File: config.mk
export PLATFORM = sky130hd
export DESIGN_NAME = dma_read_top
export DESIGN_NICKNAME = d
export VERILOG_FILES = /design/src/dma_read_pkg.sv /design/src/dma_csr.sv /design/src/dma_fifo.sv /design/src/dma_read_engine.sv /design/src/dma_read_top.sv
export SDC_FILE = /design/constraint.sdc
export NUM_CORES = 2
export LEC_CHECK = 0
export ABC_CLOCK_PERIOD_IN_PS = 8170
export BUFFER_PORTS_ARGS = -buffer_cell sky130_fd_sc_hd__buf_2
export CORE_MARGIN = 2
export CORE_UTILIZATION = 45
export DETAILED_ROUTE_END_ITERATION = 10
export REMOVE_ABC_BUFFERS = 1
export SYNTH_ARGS = -nofsm -noshare
export SYNTH_HDL_FRONTEND = slang
export SYNTH_SLANG_ARGS = --single-unit
File: constraint.sdc
create_clock -name target_clk -period 8.17 [get_ports target_clk]
set_input_delay 1.634 -clock target_clk [delete_from_list [all_inputs] [get_ports target_clk]]
set_output_delay 1.634 -clock target_clk [all_outputs]
set_load 0.1 [all_outputs]
File: src/dma_read_pkg.sv
// DMA read controller shared package: widths, commands, FSM states, register map, bus structs
package dma_read_pkg;

	// Widths with a meaning on the bus and the config port
	typedef logic [31:0] addr_t;
	typedef logic [63:0] data_t;
	typedef logic [3:0]  did_t;
	typedef logic [3:0]  cfg_addr_t;

	// Command register encoding
	typedef enum logic [1:0] {
		cmd_stop         = 2'd0,
		cmd_trigger_once = 2'd1,
		cmd_autotrigger  = 2'd2
	} cmd_e;

	// Read engine FSM
	typedef enum logic [1:0] {
		st_idle  = 2'd0,
		st_issue = 2'd1,
		st_wait  = 2'd2
	} eng_state_e;

	// Register offsets
	localparam cfg_addr_t reg_start_addr = 4'h0;
	localparam cfg_addr_t reg_len        = 4'h4;
	localparam cfg_addr_t reg_command    = 4'h8;

	// One burst is a 64-byte line, eight 64-bit beats
	localparam int burst_beats = 8;
	localparam int burst_bytes = 64;

	// Read request towards the bus, valid is a single-cycle strobe
	typedef struct packed {
		logic  valid;
		did_t  did;
		addr_t addr;
	} bus_req_t;

	// Returned read beat
	typedef struct packed {
		logic  valid;
		did_t  did;
		data_t data;
	} bus_resp_t;

	// Configuration write
	typedef struct packed {
		logic      valid;
		cfg_addr_t addr;
		addr_t     data;
	} cfg_wr_t;

endpackage

File: src/dma_csr.sv
// DMA configuration registers: decodes writes, holds start, length and command, acks each write
`timescale 1ns/1ns

module dma_csr
	import dma_read_pkg::*;
(
	input  logic    target_clk,
	input  logic    target_rst_b,
	input  cfg_wr_t cfg,
	output logic    cfg_ack,
	output addr_t   start_addr,
	output addr_t   len,
	output cmd_e    cmd,
	output logic    cmd_written,
	input  logic    cmd_consumed
);

	logic wr_start;
	logic wr_len;
	logic wr_cmd;

	// Offset decode, unknown offsets fall through and are only acked
	assign wr_start = cfg.valid && (cfg.addr == reg_start_addr);
	assign wr_len   = cfg.valid && (cfg.addr == reg_len);
	assign wr_cmd   = cfg.valid && (cfg.addr == reg_command);

	// Every write is acked on the following clock
	always_ff @(posedge target_clk or negedge target_rst_b) begin
		if (!target_rst_b) begin
			cfg_ack <= 1'b0;
		end else begin
			cfg_ack <= cfg.valid;
		end
	end

	always_ff @(posedge target_clk or negedge target_rst_b) begin
		if (!target_rst_b) begin
			start_addr <= '0;
			len        <= '0;
		end else begin
			if (wr_start) begin
				start_addr <= cfg.data;
			end
			if (wr_len) begin
				len <= cfg.data;
			end
		end
	end

	// A fresh write wins over the engine clearing a taken trigger_once
	always_ff @(posedge target_clk or negedge target_rst_b) begin
		if (!target_rst_b) begin
			cmd         <= cmd_stop;
			cmd_written <= 1'b0;
		end else begin
			cmd_written <= wr_cmd;
			if (wr_cmd) begin
				cmd <= cmd_e'(cfg.data[1:0]);
			end else if (cmd_consumed && (cmd == cmd_trigger_once)) begin
				cmd <= cmd_stop;
			end
		end
	end

endmodule

File: src/dma_fifo.sv
// DMA word FIFO with burst space reservation and a registered user pop port
`timescale 1ns/1ns

module dma_fifo
	import dma_read_pkg::*;
#(
	parameter int fifo_depth = 32
) (
	input  logic  target_clk,
	input  logic  target_rst_b,
	input  logic  push,
	input  data_t push_data,
	input  logic  reserve,
	output logic  fifo_space_ok,
	input  logic  request,
	output data_t data,
	output logic  data_ready,
	output logic  fifo_empty
);

	localparam int aw = $clog2(fifo_depth);

	data_t         mem [fifo_depth];
	logic [aw-1:0] wr_ptr;
	logic [aw-1:0] rd_ptr;
	logic [aw:0]   count;
	logic [aw:0]   resv;
	logic [aw+1:0] used;
	logic          pop;

	assign pop        = request && !fifo_empty;
	assign fifo_empty = (count == '0);

	// Stored plus promised words must leave room for one more burst
	assign used          = count + resv;
	assign fifo_space_ok = (used <= (aw + 2)'(fifo_depth - burst_beats));

	always_ff @(posedge target_clk) begin
		if (push) begin
			mem[wr_ptr] <= push_data;
		end
	end

	always_ff @(posedge target_clk or negedge target_rst_b) begin
		if (!target_rst_b) begin
			wr_ptr <= '0;
			rd_ptr <= '0;
			count  <= '0;
		end else begin
			if (push) begin
				wr_ptr <= wr_ptr + 1'b1;
			end
			if (pop) begin
				rd_ptr <= rd_ptr + 1'b1;
			end
			case ({push, pop})
				2'b10:   count <= count + 1'b1;
				2'b01:   count <= count - 1'b1;
				default: count <= count;
			endcase
		end
	end

	// Reservation rises by a burst on request and drains one per beat
	always_ff @(posedge target_clk or negedge target_rst_b) begin
		if (!target_rst_b) begin
			resv <= '0;
		end else begin
			resv <= resv + (reserve ? (aw + 1)'(burst_beats) : '0) - (push ? 1'b1 : 1'b0);
		end
	end

	// Pop port
	always_ff @(posedge target_clk or negedge target_rst_b) begin
		if (!target_rst_b) begin
			data_ready <= 1'b0;
		end else begin
			data_ready <= pop;
		end
	end

	always_ff @(posedge target_clk) begin
		if (pop) begin
			data <= mem[rd_ptr];
		end
	end

endmodule

File: src/dma_read_engine.sv
// DMA burst read engine: credit tracking, address walk, beat counting and trigger control
`timescale 1ns/1ns

module dma_read_engine
	import dma_read_pkg::*;
#(
	parameter int   initial_credits = 2,
	parameter did_t dma_did         = 4'd3
) (
	input  logic       target_clk,
	input  logic       target_rst_b,
	input  addr_t      start_addr,
	input  addr_t      len,
	input  cmd_e       cmd,
	input  logic       cmd_written,
	output logic       cmd_consumed,
	output bus_req_t   bus_req,
	input  logic       credit_return,
	input  bus_resp_t  bus_resp,
	input  logic       fifo_space_ok,
	output logic       reserve,
	output logic       push,
	output data_t      push_data,
	output logic       busy
);

	localparam int credit_w = $clog2(initial_credits + 1);
	localparam int beat_w   = $clog2(burst_beats);

	eng_state_e          state;
	logic [credit_w-1:0] credits;
	logic [beat_w-1:0]   beat_cnt;
	addr_t               cur_addr;
	addr_t               end_addr;
	addr_t               next_addr;
	logic                armed;
	logic                start_req;
	logic                beat_hit;
	logic                last_beat;
	logic                pass_done;
	logic                take;
	logic                issue_ok;

	// Credits: one spent per request strobe, one back per return cycle
	always_ff @(posedge target_clk or negedge target_rst_b) begin
		if (!target_rst_b) begin
			credits <= credit_w'(initial_credits);
		end else begin
			case ({credit_return, bus_req.valid})
				2'b10:   credits <= credits + 1'b1;
				2'b01:   credits <= credits - 1'b1;
				default: credits <= credits;
			endcase
		end
	end

	// Trigger is live on the write pulse itself or while still armed
	assign start_req = (cmd_written || armed) &&
		((cmd == cmd_trigger_once) || (cmd == cmd_autotrigger));

	// Only beats for our own ID count, and only while a burst is out
	assign beat_hit  = (state == st_wait) && bus_resp.valid && (bus_resp.did == dma_did);
	assign last_beat = beat_hit && (beat_cnt == beat_w'(burst_beats - 1));
	assign next_addr = cur_addr + addr_t'(burst_bytes);
	assign pass_done = (next_addr >= end_addr);

	// Start points: idle, or the end of a pass
	assign take         = start_req && ((state == st_idle) || (last_beat && pass_done));
	assign cmd_consumed = take && (cmd == cmd_trigger_once);

	// State implies no burst is pending here
	assign issue_ok = (state == st_issue) && (credits != '0) && fifo_space_ok;

	always_ff @(posedge target_clk or negedge target_rst_b) begin
		if (!target_rst_b) begin
			armed <= 1'b0;
		end else if (cmd_consumed) begin
			armed <= 1'b0;
		end else if (cmd_written) begin
			armed <= (cmd != cmd_stop);
		end
	end

	always_ff @(posedge target_clk or negedge target_rst_b) begin
		if (!target_rst_b) begin
			state    <= st_idle;
			beat_cnt <= '0;
			cur_addr <= '0;
			end_addr <= '0;
			bus_req  <= '0;
		end else begin
			bus_req.valid <= 1'b0;
			case (state)
				st_idle: begin
					if (take) begin
						cur_addr <= start_addr;
						end_addr <= start_addr + len;
						state    <= st_issue;
					end
				end
				st_issue: begin
					if (issue_ok) begin
						bus_req  <= '{valid: 1'b1, did: dma_did, addr: cur_addr};
						beat_cnt <= '0;
						state    <= st_wait;
					end
				end
				st_wait: begin
					if (beat_hit) begin
						beat_cnt <= beat_cnt + 1'b1;
					end
					if (last_beat) begin
						if (!pass_done) begin
							cur_addr <= next_addr;
							state    <= st_issue;
						end else if (take) begin
							// Autotrigger or a queued command restarts at once
							cur_addr <= start_addr;
							end_addr <= start_addr + len;
							state    <= st_issue;
						end else begin
							state <= st_idle;
						end
					end
				end
				default: begin
					state <= st_idle;
				end
			endcase
		end
	end

	// FIFO space is claimed together with the request
	assign reserve   = bus_req.valid;
	assign push      = beat_hit;
	assign push_data = bus_resp.data;
	assign busy      = (state != st_idle);

endmodule

File: src/dma_read_top.sv
// DMA read controller top: register block, burst read engine and word FIFO
`timescale 1ns/1ns

module dma_read_top
	import dma_read_pkg::*;
#(
	parameter int   fifo_depth      = 32,
	parameter int   initial_credits = 2,
	parameter did_t dma_did         = 4'd3
) (
	input  logic      target_clk,
	input  logic      target_rst_b,
	input  cfg_wr_t   cfg,
	output logic      cfg_ack,
	output bus_req_t  bus_req,
	input  logic      credit_return,
	input  bus_resp_t bus_resp,
	input  logic      request,
	output data_t     data,
	output logic      data_ready,
	output logic      fifo_empty,
	output logic      busy
);

	addr_t start_addr;
	addr_t len;
	cmd_e  cmd;
	logic  cmd_written;
	logic  cmd_consumed;
	logic  fifo_space_ok;
	logic  reserve;
	logic  push;
	data_t push_data;

	dma_csr i_csr (
		.target_clk   (target_clk),
		.target_rst_b (target_rst_b),
		.cfg          (cfg),
		.cfg_ack      (cfg_ack),
		.start_addr   (start_addr),
		.len          (len),
		.cmd          (cmd),
		.cmd_written  (cmd_written),
		.cmd_consumed (cmd_consumed)
	);

	dma_read_engine #(
		.initial_credits (initial_credits),
		.dma_did         (dma_did)
	) i_engine (
		.target_clk    (target_clk),
		.target_rst_b  (target_rst_b),
		.start_addr    (start_addr),
		.len           (len),
		.cmd           (cmd),
		.cmd_written   (cmd_written),
		.cmd_consumed  (cmd_consumed),
		.bus_req       (bus_req),
		.credit_return (credit_return),
		.bus_resp      (bus_resp),
		.fifo_space_ok (fifo_space_ok),
		.reserve       (reserve),
		.push          (push),
		.push_data     (push_data),
		.busy          (busy)
	);

	dma_fifo #(
		.fifo_depth (fifo_depth)
	) i_fifo (
		.target_clk    (target_clk),
		.target_rst_b  (target_rst_b),
		.push          (push),
		.push_data     (push_data),
		.reserve       (reserve),
		.fifo_space_ok (fifo_space_ok),
		.request       (request),
		.data          (data),
		.data_ready    (data_ready),
		.fifo_empty    (fifo_empty)
	);

endmodule

==> impl_metrics.csv <==
group,metric,value,unit
synthesis,synthTopCellsByArea,"edfxtp_1, mux4_2, dfrtp_1, mux2_2, ha_1",
power_and_ir_drop,ir_drop,0.4050,mV
final_layout,fin_nets,4715,
clock_network,path_clk_slew,0.06,ns
floorplanning,die_area,0.2053,mm2
critical_path,cp-start-kind,"flip-flop",
timing,slew_headroom,19.03,%
grt,grt_overflow_total,0,
critical_path,crit_start,"i_engine.cur_addr[6]$_DFFE_PN0P_",
timing,rsz0062_at_grt,"false",
placed_design,gp_routability_congestion,0.8216,
critical_path,crit_fanout,21,
final_layout,final_common_cell,"edfxtp_1",
clock_network,cts_root_buffer,"clkbuf_16",
drt,wl_per_cell,29.01,um
status,status,"complete, no violations",
clock_network,htree_num_levels,4,
synthesis,synth_area,0.09077,mm2
synthesis,synth_edf_count,2112,
worst_hold_path,hold_class,"reg2reg",
critical_path,critical_path_class,"reg2reg",
synthesis,synth-async-reset-ratio,8.532,%
synthesis,ys_warn_count,0,
synthesis,yosys.area.top_type_share,69.87,%
floorplanning,coreArea,0.2001,mm2
placed_design,io_buffers,212,
drt,ant_nets,0,
drt,drt_first_pass_iters,5,
clock_network,cts.sink_count,2309,
floorplanning,die_w,453.1,um
clock_network,hold_buffers,0,
synthesis,syn_area_per_cell,21.65,um2
clock_network,cts_resized,0,
clock_network,numCtsBuffers,229,
grt,grt_pass1_vias,43940,
timing,fin_tns_setup,0,ns
timing,tightest_slew,1.215,ns
clock_network,clockBufferDepth,3,
timing,fmax,182.3,MHz
flow_run,max-cap-violations,0,
synthesis,syn-instance-count,4192,
synthesis,synth_top_area_cell,"edfxtp_1",
final_layout,fillCellCount,15650,
final_layout,finalNonFillerCells,7362,
grt,grt_max_degree,130,
synthesis,yosys_register_bits,2309,
critical_path,rr_startpoint,"i_engine.cur_addr[6]$_DFFE_PN0P_",
timing,skew,0.04628,ns
placed_design,dp.cells,6931,
floorplanning,row_count,164,
drt,drt-total-wl,213.6,mm
timing,post-route-min-period,5.487,ns
grt,grt_usage,21.00,%
synthesis,seq_area_frac_synth,75.30,%
critical_path,cp.arrival,6.20,ns
timing,setup-violations-final,0,
final_layout,final_cell_mix,"edfxtp_1, mux4_2, clkbuf_16, buf_2, dfrtp_1",
timing,drv_slew,0,
timing,layout_setup_ws,2.683,ns
critical_path,crit_slowest_cell,"o21a_1",
drt,drtIter0Drc,4500,
clock_network,cts_tree,"built",
synthesis,ys.flop_type,"edfxtp_1",
final_layout,drive_gt1_share,31.06,%
final_layout,area_growth_syn_to_layout,13.59,%
floorplanning,die_h,453.1,um
placed_design,dp_hpwl,113.9,mm
clock_network,insertion_delay,0.86,ns
timing,fin_crit_sh,67.16,%
critical_path,cp-end-kind,"flip-flop",
power_and_ir_drop,p_leak,0.03387,uW
worst_hold_path,hp-start,"i_engine.bus_req[13]$_DFFE_PN0P_",
clock_network,postCtsSetupRepairBufs,0,
drt,via_per_inst,5.778,
grt,antenna_found_initial,16,
timing,hold_violations,0,
critical_path,worstPathCellList,"ha_1 > nand4_1 > nor4_1 > nor2b_1 > nand3_1 > xnor2_1 > ha_1 > nand4_1 > nor4_1 > o21a_1 > o21a_1 > o21ai_2 > a2111oi_0",
drt,drc,0,
floorplanning,pin_count,215,
synthesis,synth.distinct_cells,72,
power_and_ir_drop,power.density,346.5,mW/mm2
power_and_ir_drop,finalPower,35730,uW
critical_path,worstPathRequired,8.89,ns
grt,grt_pass1_wl,312.2,mm
placed_design,post-place-ws,2.364,ns
critical_path,critPathMaxStageDelay,0.73,ns
floorplanning,start_util,45.37,%
drt,via_count,42530,
## power breakdown
group / total, uW / switching, uW / internal, uW
logic: 11000 / 6330 / 4630
registers: 14200 / 613 / 13600
clock network: 10600 / 4480 / 6120
total: 35700 / 11400 / 24300
## through the flow
step                hold WS (ns)  util (%)  instance area [um2]
floorplan                 0.4425         -                89950
finish                    0.4668     51.54               103100
detailed placement        0.4571     47.74                95510
global route              0.4923     51.54               103100
global placement          0.4538     47.74                95510
CTS                       0.4719     51.54               103100
## Yosys cell counts, types with 16 or more instances
cell type,instances
a21oi_1,63
clkbuf_1,145
mux2_2,133
nand2_1,170
a21o_1,27
ha_1,95
nand3_1,18
buf_1,52
nor3_1,16
xor2_1,26
nor2_1,66
inv_1,91
nand4_1,25
o21ai_0,83
edfxtp_1,2112
xnor2_1,46
dfrtp_1,196
mux4_2,640
## area by class of cell
type                       count  area (um2)  share of cell area [%]
clock inverter               160        1653                   1.603
timing repair buffer         294        1936                   1.877
tap                         2656        3323                   3.223
antenna                        2       5.005                0.004854
multi-input combinational   1580       21540                   20.89
sequential                  2309       68370                   66.31
inverter                      92       345.3                  0.3349
clock buffer                 269        5943                   5.764
## metal layers
metal	up-vias	part of all wire, %	GRT usage (%)
met5	-	0.013	0
met4	4	1.9	4.969
met3	291	5.5	2.921
met2	1289	49	34.21
met1	22900	43	30.22
li1	18050	-	-
## sequential cells by signal, indices dropped and copies added, names as in the netlist, 6 cells and up
signal,flops
i_engine.end_addr,32
i_fifo.data,64
i_fifo.resv,6
i_csr.len,32
i_fifo.mem,2048
i_engine.bus_req,33
i_csr.start_addr,32
i_fifo.count,6
i_engine.cur_addr,32
## critical path, delay by kind of cell, from the launching register on
family	cells	cell delay (ns)
AOI/OAI and AO/OA	4	2.40
xor gates and xnor gates	1	0.18
adders and majority gates	2	0.57
DFF	1	0.43
and+or+nand+nor	6	1.76
## worst paths after layout
path	end	slack, ns	cells after the start
max	i_engine.cur_addr[24]$_DFFE_PN0P_	2.68	13
min	i_engine.bus_req[13]$_DFFE_PN0P_	0.47	2
max reg2reg	i_engine.cur_addr[24]$_DFFE_PN0P_	2.68	13
min reg2reg	i_engine.bus_req[13]$_DFFE_PN0P_	0.47	2
max in group asynchronous	i_csr.start_addr[24]$_DFFE_PN0P_	6.01	2
min in group asynchronous	i_engine.bus_req[32]$_DFFE_PN0P_	0.88	1
## logic make-up after synthesis
family | share of synthesized area, %
fa+ha+maj | 1.398
simple gates | 1.828
flops | 75.30
xor+xnor | 0.6947
other cells | 0.004131
compound gates | 1.939
buf+inv | 1.296
mux | 17.54
No activity file was read; power rests on OpenSTA's default activity.
